`config.mk`:
```
export PLATFORM = sky130hd
export DESIGN_NAME = riscv_pipe_top
export DESIGN_NICKNAME = d
export VERILOG_FILES = /design/src/hdl/riscv_pipe_pkg.sv /design/src/hdl/bypass_if.sv /design/src/hdl/reg_file.sv /design/src/hdl/decode_unit.sv /design/src/hdl/branch_hazard_unit.sv /design/src/hdl/execute_unit.sv /design/src/hdl/riscv_pipe_top.sv
export VERILOG_INCLUDE_DIRS = /design/src /design/src/include
export SDC_FILE = /design/constraint.sdc
export NUM_CORES = 2
export LEC_CHECK = 0
export CAP_MARGIN = 20
export CORE_UTILIZATION = 45
export DETAILED_ROUTE_END_ITERATION = 16
export DONT_BUFFER_PORTS = 1
export PLACE_DENSITY = 0.63
export SYNTH_ARGS = -nofsm -noshare
export SYNTH_HDL_FRONTEND = slang
export SYNTH_SLANG_ARGS = --single-unit
export TNS_END_PERCENT = 30
```
`constraint.sdc`:
```
create_clock -name clk -period 56.2 [get_ports clk]
set_input_delay 11.24 -clock clk [delete_from_list [all_inputs] [get_ports clk]]
set_output_delay 11.24 -clock clk [all_outputs]
set_load 0.02 [all_outputs]
```
`src/include/riscv_pipe_config.svh`:
```
`ifndef RISCV_PIPE_CONFIG_SVH
`define RISCV_PIPE_CONFIG_SVH

// datapath and register file geometry
`define RP_XLEN       32
`define RP_NUM_REGS   32
`define RP_REG_ADDR_W 5

// fetch sequencing
`define RP_RESET_PC   32'h0000_0000
`define RP_PC_STEP    32'd4
`define RP_NOP_INST   32'h0000_0013 // addi x0, x0, 0

`endif

```
`src/hdl/riscv_pipe_pkg.sv`:
```
`include "riscv_pipe_config.svh"

package riscv_pipe_pkg;

    typedef logic [`RP_XLEN-1:0]       word_t;
    typedef logic [`RP_REG_ADDR_W-1:0] reg_addr_t;

    // major opcodes kept by this core
    typedef enum logic [6:0] {
        OPC_OP     = 7'b0110011,
        OPC_OP_IMM = 7'b0010011,
        OPC_LOAD   = 7'b0000011,
        OPC_STORE  = 7'b0100011,
        OPC_BRANCH = 7'b1100011,
        OPC_LUI    = 7'b0110111
    } opcode_e;

    typedef enum logic [3:0] {
        ALU_ADD    = 4'd0,
        ALU_SUB    = 4'd1,
        ALU_SLL    = 4'd2,
        ALU_SLT    = 4'd3,
        ALU_SLTU   = 4'd4,
        ALU_XOR    = 4'd5,
        ALU_SRL    = 4'd6,
        ALU_SRA    = 4'd7,
        ALU_OR     = 4'd8,
        ALU_AND    = 4'd9,
        ALU_PASS_B = 4'd10 // lui
    } alu_op_e;

    // execute operand source
    typedef enum logic [1:0] {
        FWD_REG = 2'd0,
        FWD_MEM = 2'd1,
        FWD_WB  = 2'd2
    } fwd_sel_e;

    typedef struct packed {
        logic    reg_write;
        logic    mem_read;
        logic    mem_write;
        logic    mem_to_reg;
        logic    alu_src;   // immediate as operand b
        alu_op_e alu_op;
    } ctrl_t;

endpackage

```
`src/hdl/bypass_if.sv`:
```
`timescale 1ns/1ns

interface bypass_if;
    import riscv_pipe_pkg::*;

    // instruction in execute
    reg_addr_t ex_rd;
    logic      ex_reg_write;
    logic      ex_mem_read;
    word_t     ex_result;

    // instruction in memory stage
    reg_addr_t mem_rd;
    logic      mem_reg_write;
    logic      mem_mem_read;
    word_t     mem_result;

    // instruction in write-back
    reg_addr_t wb_rd;
    logic      wb_reg_write;
    word_t     wb_data;

    modport pipe (
        output ex_rd, ex_reg_write, ex_mem_read, ex_result,
        output mem_rd, mem_reg_write, mem_mem_read, mem_result,
        output wb_rd, wb_reg_write, wb_data
    );

    modport id_view (
        input ex_rd, ex_reg_write, ex_mem_read, ex_result,
        input mem_rd, mem_reg_write, mem_mem_read, mem_result,
        input wb_rd, wb_reg_write, wb_data
    );

    modport ex_view (
        input mem_rd, mem_reg_write, mem_result,
        input wb_rd, wb_reg_write, wb_data
    );

endinterface

```
`src/hdl/reg_file.sv`:
```
`timescale 1ns/1ns
`include "riscv_pipe_config.svh"

module reg_file (
    input  logic                      clk,
    input  logic                      rst,
    input  riscv_pipe_pkg::reg_addr_t rs1_addr,
    input  riscv_pipe_pkg::reg_addr_t rs2_addr,
    input  riscv_pipe_pkg::reg_addr_t rd_addr,
    input  riscv_pipe_pkg::word_t     rd_data,
    input  logic                      rd_write,
    output riscv_pipe_pkg::word_t     rs1_data,
    output riscv_pipe_pkg::word_t     rs2_data
);
    import riscv_pipe_pkg::*;

    word_t regs [`RP_NUM_REGS];
    logic  wr_en;

    assign wr_en = rd_write && (rd_addr != '0); // x0 never written

    always_ff @(posedge clk or posedge rst) begin
        if (rst) begin
            for (int i = 0; i < `RP_NUM_REGS; i++) begin
                regs[i] <= '0;
            end
        end else if (wr_en) begin
            regs[rd_addr] <= rd_data;
        end
    end

    // write-back result visible in decode the same cycle
    assign rs1_data = (wr_en && rd_addr == rs1_addr) ? rd_data : regs[rs1_addr];
    assign rs2_data = (wr_en && rd_addr == rs2_addr) ? rd_data : regs[rs2_addr];

    a_x0_zero: assert property (@(posedge clk) disable iff (rst)
        (rs1_addr == '0) |-> (rs1_data == '0));

endmodule

```
`src/hdl/decode_unit.sv`:
```
`timescale 1ns/1ns

module decode_unit (
    input  riscv_pipe_pkg::word_t     inst,
    output riscv_pipe_pkg::ctrl_t     ctrl,
    output riscv_pipe_pkg::word_t     imm,
    output riscv_pipe_pkg::reg_addr_t rs1,
    output riscv_pipe_pkg::reg_addr_t rs2,
    output riscv_pipe_pkg::reg_addr_t rd
);
    import riscv_pipe_pkg::*;

    opcode_e    opcode;
    logic [2:0] funct3;
    logic       funct7_b5;

    // shared by register and immediate forms
    function automatic alu_op_e arith_op(logic [2:0] f3, logic alt, logic is_imm);
        alu_op_e op;
        case (f3)
            3'b000:  op = (alt && !is_imm) ? ALU_SUB : ALU_ADD; // no subi
            3'b001:  op = ALU_SLL;
            3'b010:  op = ALU_SLT;
            3'b011:  op = ALU_SLTU;
            3'b100:  op = ALU_XOR;
            3'b101:  op = alt ? ALU_SRA : ALU_SRL;
            3'b110:  op = ALU_OR;
            default: op = ALU_AND;
        endcase
        return op;
    endfunction

    assign opcode    = opcode_e'(inst[6:0]);
    assign funct3    = inst[14:12];
    assign funct7_b5 = inst[30];
    assign rd        = inst[11:7];
    assign rs1       = inst[19:15];
    assign rs2       = inst[24:20];

    always_comb begin
        ctrl = '0; // unknown opcodes act as a bubble
        case (opcode)
            OPC_OP: begin
                ctrl.reg_write = 1'b1;
                ctrl.alu_op    = arith_op(funct3, funct7_b5, 1'b0);
            end
            OPC_OP_IMM: begin
                ctrl.reg_write = 1'b1;
                ctrl.alu_src   = 1'b1;
                ctrl.alu_op    = arith_op(funct3, funct7_b5, 1'b1);
            end
            OPC_LOAD: begin
                ctrl.reg_write  = 1'b1;
                ctrl.mem_read   = 1'b1;
                ctrl.mem_to_reg = 1'b1;
                ctrl.alu_src    = 1'b1; // base + offset
            end
            OPC_STORE: begin
                ctrl.mem_write = 1'b1;
                ctrl.alu_src   = 1'b1;
            end
            OPC_LUI: begin
                ctrl.reg_write = 1'b1;
                ctrl.alu_src   = 1'b1;
                ctrl.alu_op    = ALU_PASS_B;
            end
            default: ctrl = '0; // branches finish in decode
        endcase
    end

    // ========================================
    // immediate generator
    // ========================================
    always_comb begin
        case (opcode)
            OPC_OP_IMM,
            OPC_LOAD:   imm = {{20{inst[31]}}, inst[31:20]};
            OPC_STORE:  imm = {{20{inst[31]}}, inst[31:25], inst[11:7]};
            OPC_BRANCH: imm = {{20{inst[31]}}, inst[7], inst[30:25], inst[11:8], 1'b0};
            OPC_LUI:    imm = {inst[31:12], 12'b0};
            default:    imm = '0;
        endcase
    end

endmodule

```
`src/hdl/branch_hazard_unit.sv`:
```
`timescale 1ns/1ns

module branch_hazard_unit (
    input  riscv_pipe_pkg::word_t inst,
    input  riscv_pipe_pkg::word_t pc,
    input  riscv_pipe_pkg::word_t imm,
    input  riscv_pipe_pkg::word_t rs1_data,
    input  riscv_pipe_pkg::word_t rs2_data,
    bypass_if.id_view             byp,
    output logic                  stall,
    output logic                  branch_taken,
    output riscv_pipe_pkg::word_t branch_target
);
    import riscv_pipe_pkg::*;

    opcode_e   opcode;
    reg_addr_t rs1;
    reg_addr_t rs2;
    logic      is_branch;
    logic      uses_rs1;
    logic      uses_rs2;
    logic      load_ex_hit;
    logic      load_mem_hit;
    logic      cond;
    word_t     op_a;
    word_t     op_b;

    // newest producer wins
    function automatic word_t fwd_operand(reg_addr_t rs, word_t reg_data);
        word_t val;
        val = reg_data;
        if (rs != '0) begin
            if (byp.ex_reg_write && byp.ex_rd == rs) val = byp.ex_result;
            else if (byp.mem_reg_write && byp.mem_rd == rs) val = byp.mem_result;
            else if (byp.wb_reg_write && byp.wb_rd == rs) val = byp.wb_data;
        end
        return val;
    endfunction

    assign opcode    = opcode_e'(inst[6:0]);
    assign rs1       = inst[19:15];
    assign rs2       = inst[24:20];
    assign is_branch = (opcode == OPC_BRANCH);
    assign uses_rs1  = opcode inside {OPC_OP, OPC_OP_IMM, OPC_LOAD, OPC_STORE, OPC_BRANCH};
    assign uses_rs2  = opcode inside {OPC_OP, OPC_STORE, OPC_BRANCH};

    always_comb begin
        op_a = fwd_operand(rs1, rs1_data);
        op_b = fwd_operand(rs2, rs2_data);
    end

    always_comb begin
        case (inst[14:12])
            3'b000:  cond = (op_a == op_b);                   // beq
            3'b001:  cond = (op_a != op_b);                   // bne
            3'b100:  cond = ($signed(op_a) < $signed(op_b));  // blt
            3'b101:  cond = ($signed(op_a) >= $signed(op_b)); // bge
            3'b110:  cond = (op_a < op_b);                    // bltu
            3'b111:  cond = (op_a >= op_b);                   // bgeu
            default: cond = 1'b0;
        endcase
    end

    // ========================================
    // load hazards
    // ========================================
    // load data only comes back through write-back
    assign load_ex_hit = byp.ex_mem_read && (byp.ex_rd != '0) &&
                         ((uses_rs1 && byp.ex_rd == rs1) || (uses_rs2 && byp.ex_rd == rs2));
    assign load_mem_hit = is_branch && byp.mem_mem_read && (byp.mem_rd != '0) &&
                          (byp.mem_rd == rs1 || byp.mem_rd == rs2);

    assign stall         = load_ex_hit || load_mem_hit;
    assign branch_taken  = is_branch && cond && !stall;
    assign branch_target = pc + imm;

endmodule

```
`src/hdl/execute_unit.sv`:
```
`timescale 1ns/1ns

module execute_unit (
    input  riscv_pipe_pkg::ctrl_t     ctrl,
    input  riscv_pipe_pkg::reg_addr_t rs1_addr,
    input  riscv_pipe_pkg::reg_addr_t rs2_addr,
    input  riscv_pipe_pkg::word_t     rs1_data,
    input  riscv_pipe_pkg::word_t     rs2_data,
    input  riscv_pipe_pkg::word_t     imm,
    bypass_if.ex_view                 byp,
    output riscv_pipe_pkg::word_t     alu_result,
    output riscv_pipe_pkg::word_t     store_data
);
    import riscv_pipe_pkg::*;

    fwd_sel_e   sel_a;
    fwd_sel_e   sel_b;
    word_t      op_a;
    word_t      rs2_fwd;
    word_t      op_b;
    logic [4:0] shamt;

    function automatic fwd_sel_e pick_src(reg_addr_t rs);
        if (rs == '0) return FWD_REG;
        if (byp.mem_reg_write && byp.mem_rd == rs) return FWD_MEM;
        if (byp.wb_reg_write && byp.wb_rd == rs) return FWD_WB;
        return FWD_REG;
    endfunction

    always_comb begin
        sel_a = pick_src(rs1_addr);
        sel_b = pick_src(rs2_addr);
        case (sel_a)
            FWD_MEM: op_a = byp.mem_result;
            FWD_WB:  op_a = byp.wb_data;
            default: op_a = rs1_data;
        endcase
        case (sel_b)
            FWD_MEM: rs2_fwd = byp.mem_result;
            FWD_WB:  rs2_fwd = byp.wb_data;
            default: rs2_fwd = rs2_data;
        endcase
    end

    assign op_b       = ctrl.alu_src ? imm : rs2_fwd;
    assign shamt      = op_b[4:0];
    assign store_data = rs2_fwd; // sw data follows the same bypass

    // ========================================
    // alu
    // ========================================
    always_comb begin
        case (ctrl.alu_op)
            ALU_ADD:    alu_result = op_a + op_b;
            ALU_SUB:    alu_result = op_a - op_b;
            ALU_SLL:    alu_result = op_a << shamt;
            ALU_SLT:    alu_result = word_t'($signed(op_a) < $signed(op_b));
            ALU_SLTU:   alu_result = word_t'(op_a < op_b);
            ALU_XOR:    alu_result = op_a ^ op_b;
            ALU_SRL:    alu_result = op_a >> shamt;
            ALU_SRA:    alu_result = $signed(op_a) >>> shamt;
            ALU_OR:     alu_result = op_a | op_b;
            ALU_AND:    alu_result = op_a & op_b;
            ALU_PASS_B: alu_result = op_b;
            default:    alu_result = '0;
        endcase
    end

endmodule

```
`src/hdl/riscv_pipe_top.sv`:
```
`timescale 1ns/1ns
`include "riscv_pipe_config.svh"

module riscv_pipe_top (
    input  logic                  clk,
    input  logic                  rst,
    output riscv_pipe_pkg::word_t imem_addr,
    input  riscv_pipe_pkg::word_t imem_data,
    output riscv_pipe_pkg::word_t dmem_addr,
    output logic                  dmem_read,
    output logic                  dmem_write,
    output riscv_pipe_pkg::word_t dmem_wdata,
    input  riscv_pipe_pkg::word_t dmem_rdata
);
    import riscv_pipe_pkg::*;

    word_t     pc;
    word_t     if_id_pc;
    word_t     if_id_inst;

    ctrl_t     id_ex_ctrl;
    reg_addr_t id_ex_rs1;
    reg_addr_t id_ex_rs2;
    reg_addr_t id_ex_rd;
    word_t     id_ex_rs1_data;
    word_t     id_ex_rs2_data;
    word_t     id_ex_imm;

    ctrl_t     ex_mem_ctrl;
    reg_addr_t ex_mem_rd;
    word_t     ex_mem_result;
    word_t     ex_mem_store_data;

    logic      mem_wb_reg_write;
    logic      mem_wb_mem_to_reg;
    reg_addr_t mem_wb_rd;
    word_t     mem_wb_result;
    word_t     mem_wb_rdata;

    ctrl_t     dec_ctrl;
    word_t     dec_imm;
    reg_addr_t dec_rs1;
    reg_addr_t dec_rs2;
    reg_addr_t dec_rd;
    word_t     rf_rs1_data;
    word_t     rf_rs2_data;
    logic      stall;
    logic      branch_taken;
    word_t     branch_target;
    word_t     alu_result;
    word_t     store_data;
    word_t     wb_data;

    bypass_if byp ();

    // ========================================
    // fetch
    // ========================================
    assign imem_addr = pc;

    always_ff @(posedge clk or posedge rst) begin
        if (rst) begin
            pc         <= `RP_RESET_PC;
            if_id_inst <= `RP_NOP_INST;
        end else if (branch_taken) begin
            pc         <= branch_target;
            if_id_inst <= `RP_NOP_INST; // squash wrong-path fetch
        end else if (!stall) begin
            pc         <= pc + `RP_PC_STEP;
            if_id_inst <= imem_data;
        end
    end

    always_ff @(posedge clk) begin
        if (!stall) if_id_pc <= pc;
    end

    // ========================================
    // decode
    // ========================================
    decode_unit i_decode (
        .inst (if_id_inst),
        .ctrl (dec_ctrl),
        .imm  (dec_imm),
        .rs1  (dec_rs1),
        .rs2  (dec_rs2),
        .rd   (dec_rd)
    );

    reg_file i_reg_file (
        .clk      (clk),
        .rst      (rst),
        .rs1_addr (dec_rs1),
        .rs2_addr (dec_rs2),
        .rd_addr  (mem_wb_rd),
        .rd_data  (wb_data),
        .rd_write (mem_wb_reg_write),
        .rs1_data (rf_rs1_data),
        .rs2_data (rf_rs2_data)
    );

    branch_hazard_unit i_branch_hazard (
        .inst          (if_id_inst),
        .pc            (if_id_pc),
        .imm           (dec_imm),
        .rs1_data      (rf_rs1_data),
        .rs2_data      (rf_rs2_data),
        .byp           (byp.id_view),
        .stall         (stall),
        .branch_taken  (branch_taken),
        .branch_target (branch_target)
    );

    always_ff @(posedge clk or posedge rst) begin
        if (rst) id_ex_ctrl <= '0;
        else     id_ex_ctrl <= stall ? ctrl_t'('0) : dec_ctrl; // bubble on stall
    end

    always_ff @(posedge clk) begin
        id_ex_rs1      <= dec_rs1;
        id_ex_rs2      <= dec_rs2;
        id_ex_rd       <= dec_rd;
        id_ex_rs1_data <= rf_rs1_data;
        id_ex_rs2_data <= rf_rs2_data;
        id_ex_imm      <= dec_imm;
    end

    // ========================================
    // execute
    // ========================================
    execute_unit i_execute (
        .ctrl       (id_ex_ctrl),
        .rs1_addr   (id_ex_rs1),
        .rs2_addr   (id_ex_rs2),
        .rs1_data   (id_ex_rs1_data),
        .rs2_data   (id_ex_rs2_data),
        .imm        (id_ex_imm),
        .byp        (byp.ex_view),
        .alu_result (alu_result),
        .store_data (store_data)
    );

    always_ff @(posedge clk or posedge rst) begin
        if (rst) ex_mem_ctrl <= '0;
        else     ex_mem_ctrl <= id_ex_ctrl;
    end

    always_ff @(posedge clk) begin
        ex_mem_rd         <= id_ex_rd;
        ex_mem_result     <= alu_result;
        ex_mem_store_data <= store_data;
    end

    // ========================================
    // memory and write-back
    // ========================================
    assign dmem_addr  = ex_mem_result;
    assign dmem_read  = ex_mem_ctrl.mem_read;
    assign dmem_write = ex_mem_ctrl.mem_write;
    assign dmem_wdata = ex_mem_store_data;

    always_ff @(posedge clk or posedge rst) begin
        if (rst) begin
            mem_wb_reg_write  <= 1'b0;
            mem_wb_mem_to_reg <= 1'b0;
        end else begin
            mem_wb_reg_write  <= ex_mem_ctrl.reg_write;
            mem_wb_mem_to_reg <= ex_mem_ctrl.mem_to_reg;
        end
    end

    always_ff @(posedge clk) begin
        mem_wb_rd     <= ex_mem_rd;
        mem_wb_result <= ex_mem_result;
        mem_wb_rdata  <= dmem_rdata;
    end

    assign wb_data = mem_wb_mem_to_reg ? mem_wb_rdata : mem_wb_result;

    // bypass sources, one group per stage
    assign byp.ex_rd         = id_ex_rd;
    assign byp.ex_reg_write  = id_ex_ctrl.reg_write;
    assign byp.ex_mem_read   = id_ex_ctrl.mem_read;
    assign byp.ex_result     = alu_result;
    assign byp.mem_rd        = ex_mem_rd;
    assign byp.mem_reg_write = ex_mem_ctrl.reg_write;
    assign byp.mem_mem_read  = ex_mem_ctrl.mem_read;
    assign byp.mem_result    = ex_mem_result;
    assign byp.wb_rd         = mem_wb_rd;
    assign byp.wb_reg_write  = mem_wb_reg_write;
    assign byp.wb_data       = wb_data;

    a_dmem_one_strobe: assert property (@(posedge clk) disable iff (rst)
        !(dmem_read && dmem_write));

endmodule

```
==> flow_summary.json <==
{
  "run_status": "completed",
  "synth_largest_area_cell": "dfrtp_1",
  "drcViolationCount": 0,
  "worst_slew_margin_rel": 0.152,
  "yosysSeqAreaShare": 0.423,
  "finClkSkew_ps": 53.6,
  "layout_worst_path_cycle_share": 0.248,
  "floorplan_core_area_mm2": 0.174,
  "top_register": "i_reg_file.regs",
  "critical_path.cell_chain": "inv_8 -> buf_4 -> buf_4 -> buf_16 -> buf_12",
  "initial_antenna_violation_count": 7,
  "unrepaired_setup_endpoints_after_global_routing": "no",
  "timing_worst_slew_pin_value_ps": 1250,
  "routabilityCongestion": 1.07,
  "via_count": 63701,
  "path_common_cell": "buf_4",
  "holdBufCountCts": 0,
  "drive_gt1_frac": 0.174,
  "maxClockFrequency_ghz": 0.0719,
  "numPlacedInstances": 9605,
  "synth-edff-count": 32,
  "clock_sinks": 1382,
  "power_leakage_uw": 0.0373,
  "final_net_count": 7672,
  "die_height_um": 421,
  "worst_path_largest_cell_delay_ps": 860,
  "placement.cell_area_mm2": 0.0813,
  "asyncSetResetFlopFracSynth": 0.797,
  "synth-main-ff-cell": "dfrtp_1",
  "route.detailed.wl_per_inst_um": 29.9,
  "synth.yosys.warnings": 0,
  "critical-path-slowest-cell": "buf_4",
  "worst_setup_path_end_kind": "asynchronous set/reset pin",
  "die_w_um": 421,
  "timing_max_transition_violations_final": 0,
  "number_of_register_bits_inferred_by_synthesis": 1382,
  "worst_hold_path_type": "reg -> reg",
  "largest_net_degree_at_the_start_of_global_routing": 190,
  "clk_pin_slew_ps": 60,
  "initial_core_util": 0.454,
  "hold_violations": 0,
  "synth_cells": 7808,
  "first_global_vias": 62222,
  "cts_root_buffer": "clkbuf_16",
  "flow.area_growth_from_synthesis_pct": 9.54,
  "drt_pass1_iterations": 6,
  "final_critical_path_setup_slack_ps": 42280,
  "rows": 153,
  "design.die.area_mm2": 0.178,
  "buffer_ports.inserted": 0,
  "synth.avg_cell_area_um2": 10.1,
  "max-cap-violations": 0,
  "flip_flop_count_of_the_largest_register_after_layout": 1024,
  "cp.required_ps": 56960,
  "ctsHtreeMaxLevel": 4,
  "setup_viol_count_final": 0,
  "setup_tns_ps": 0,
  "setup.worst_path.class": "in -> async",
  "min_period_ps": 13920,
  "postCtsSetupRepairBufs": 0,
  "max-clock-path-buffers": 3,
  "grtUsageTotal": 0.331,
  "routed_wl_um": 296000,
  "pre_cts_slack_ps": 41290,
  "power.density_cell_area_mw_per_mm2": 28.9,
  "insertion_delay_ps": 830,
  "drt-vias-per-instance": 6.44,
  "cts-buffers-inserted": 151,
  "post-synth-top-area-fraction": 0.347,
  "initialDrtViolationCount": 6731,
  "cp_max_fo": 189,
  "overflow": 0,
  "post_layout_instance_count_excluding_filler_cells": 9895,
  "synth_area_leaders": "dfrtp_1 35%, mux4_2 18%, dfxtp_1 6.3%",
  "dp_hpwl_um": 195000,
  "critPathArrivalTime_ps": 14680,
  "cp-start-kind": "input port",
  "syn_nets": 8042,
  "critPathTopFamily": "buffers and inverters",
  "ant_nets": 0,
  "ys_types": 105,
  "mappedNetlistArea_mm2": 0.0792,
  "crit_buf_inv": 5,
  "grt_first_pass_wirelength_um": 433000,
  "design_area_mm2": 0.0867,
  "io_pins": 164,
  "power.ir.vdd_worst_mv": 0.0355,
  "postLayoutCoreUtil": 0.498,
  "cts_repair_resize_count": 0,
  "cts_tree": "yes"
}
[worst register-to-register path: cells and delay by family, from the launching register on]
| family | cells | cell delay [ps] |
|---|---|---|
| AOI/OAI and AO/OA | 14 | 4330 |
| xor gates and xnor gates | 2 | 440 |
| adders and majority gates | 3 | 1400 |
| buffers and inverters | 4 | 1170 |
| DFF | 1 | 480 |
| muxes | 1 | 260 |
| and+or+nand+nor | 9 | 3800 |
[through the flow]
step	total power, uW	hold WS (ps)
floorplan	1320	329
global placement	1430	376
detailed placement	1440	382
CTS	2510	397
global route	2580	409
finish	2500	396
[per-layer routing]
| layer | up-vias | global-route usage | wire, um |
|---|---|---|---|
| li1 | 27790 | - | - |
| met1 | 31992 | 0.413 | 111000 |
| met2 | 3100 | 0.519 | 137000 |
| met3 | 815 | 0.0704 | 24200 |
| met4 | 4 | 0.219 | 22900 |
| met5 | - | 0 | 24 |
[Yosys cell counts (70+ instances only)]
cell type	n
nand3_1	96
a21oi_1	846
nand2_1	912
mux4_2	648
dfxtp_1	249
nor3_1	71
dfrtp_1	1098
o21ai_0	750
inv_1	147
nor2_1	867
buf_1	78
clkbuf_1	582
a21o_1	70
o22ai_1	73
ha_1	165
mux2i_1	212
[report_power, final]
group | internal, uW | switching (uW) | total [uW]
logic | 119 | 209 | 329
clock network | 639 | 433 | 1070
registers | 1040 | 62.0 | 1100
[final cells by class]
cell class / instances / area [um2]
Sequential cell: 1382 / 33500
Antenna cell: 9 / 22.5
Multi-Input combinational cell: 5552 / 42700
Tap cell: 2325 / 2910
Timing Repair Buffer: 199 / 1650
Clock inverter: 52 / 738
Inverter: 152 / 586
Clock buffer: 224 / 4610
Fill cell: 15602 / 87500
[path summary, 6_finish.rpt]
kind	depth (start not counted)	slack (ps)	endpoint	start
max	5	42280	i_reg_file.regs[779]	rst
min reg2reg	0	400	i_reg_file.regs[1004]	i_reg_file.regs[1004]
max reg2reg	33	44200	imem_addr[26]	byp.mem_rd[2]
min in group asynchronous	1	10450	i_reg_file.regs[464]	rst
max in group clk	0	43270	dmem_addr[2]	dmem_addr[2]
min	0	400	i_reg_file.regs[1004]	i_reg_file.regs[1004]
[kinds of logic after synthesis]
| family | count (synthesis) | synth area share |
|---|---|---|
| fa+ha+maj | 168 | 0.0268 |
| mux | 935 | 0.223 |
| xor+xnor | 85 | 0.00940 |
| compound gates | 2207 | 0.162 |
| buf+inv | 874 | 0.0435 |
| flops | 1382 | 0.423 |
| simple gates | 2157 | 0.113 |
[placed cells by master, fill, tap and decap left out, types with 26 or more instances in the layout]
master     instances
a221oi_1          27
xor2_1            38
ha_1             163
a21oi_1          846
clkbuf_1          27
nor2_1           849
nor3_1            68
o211ai_1          29
dfxtp_1          249
mux4_2           648
a21o_1            70
o21ai_0          742
clkbuf_8          37
o22ai_1           73
xnor2_1           47
inv_1            145
nand2_1          895
nand3_1           94
buf_4            183
and3_1            26
mux2i_2           30
clkbuf_16        160
mux2i_1          180
a22oi_1           55
a221o_1           40
dfrtp_1         1087
edfxtp_1          32
mux2_2            56
o21ai_1           50
a211oi_1          44
Power figures use the tool's default switching activity.
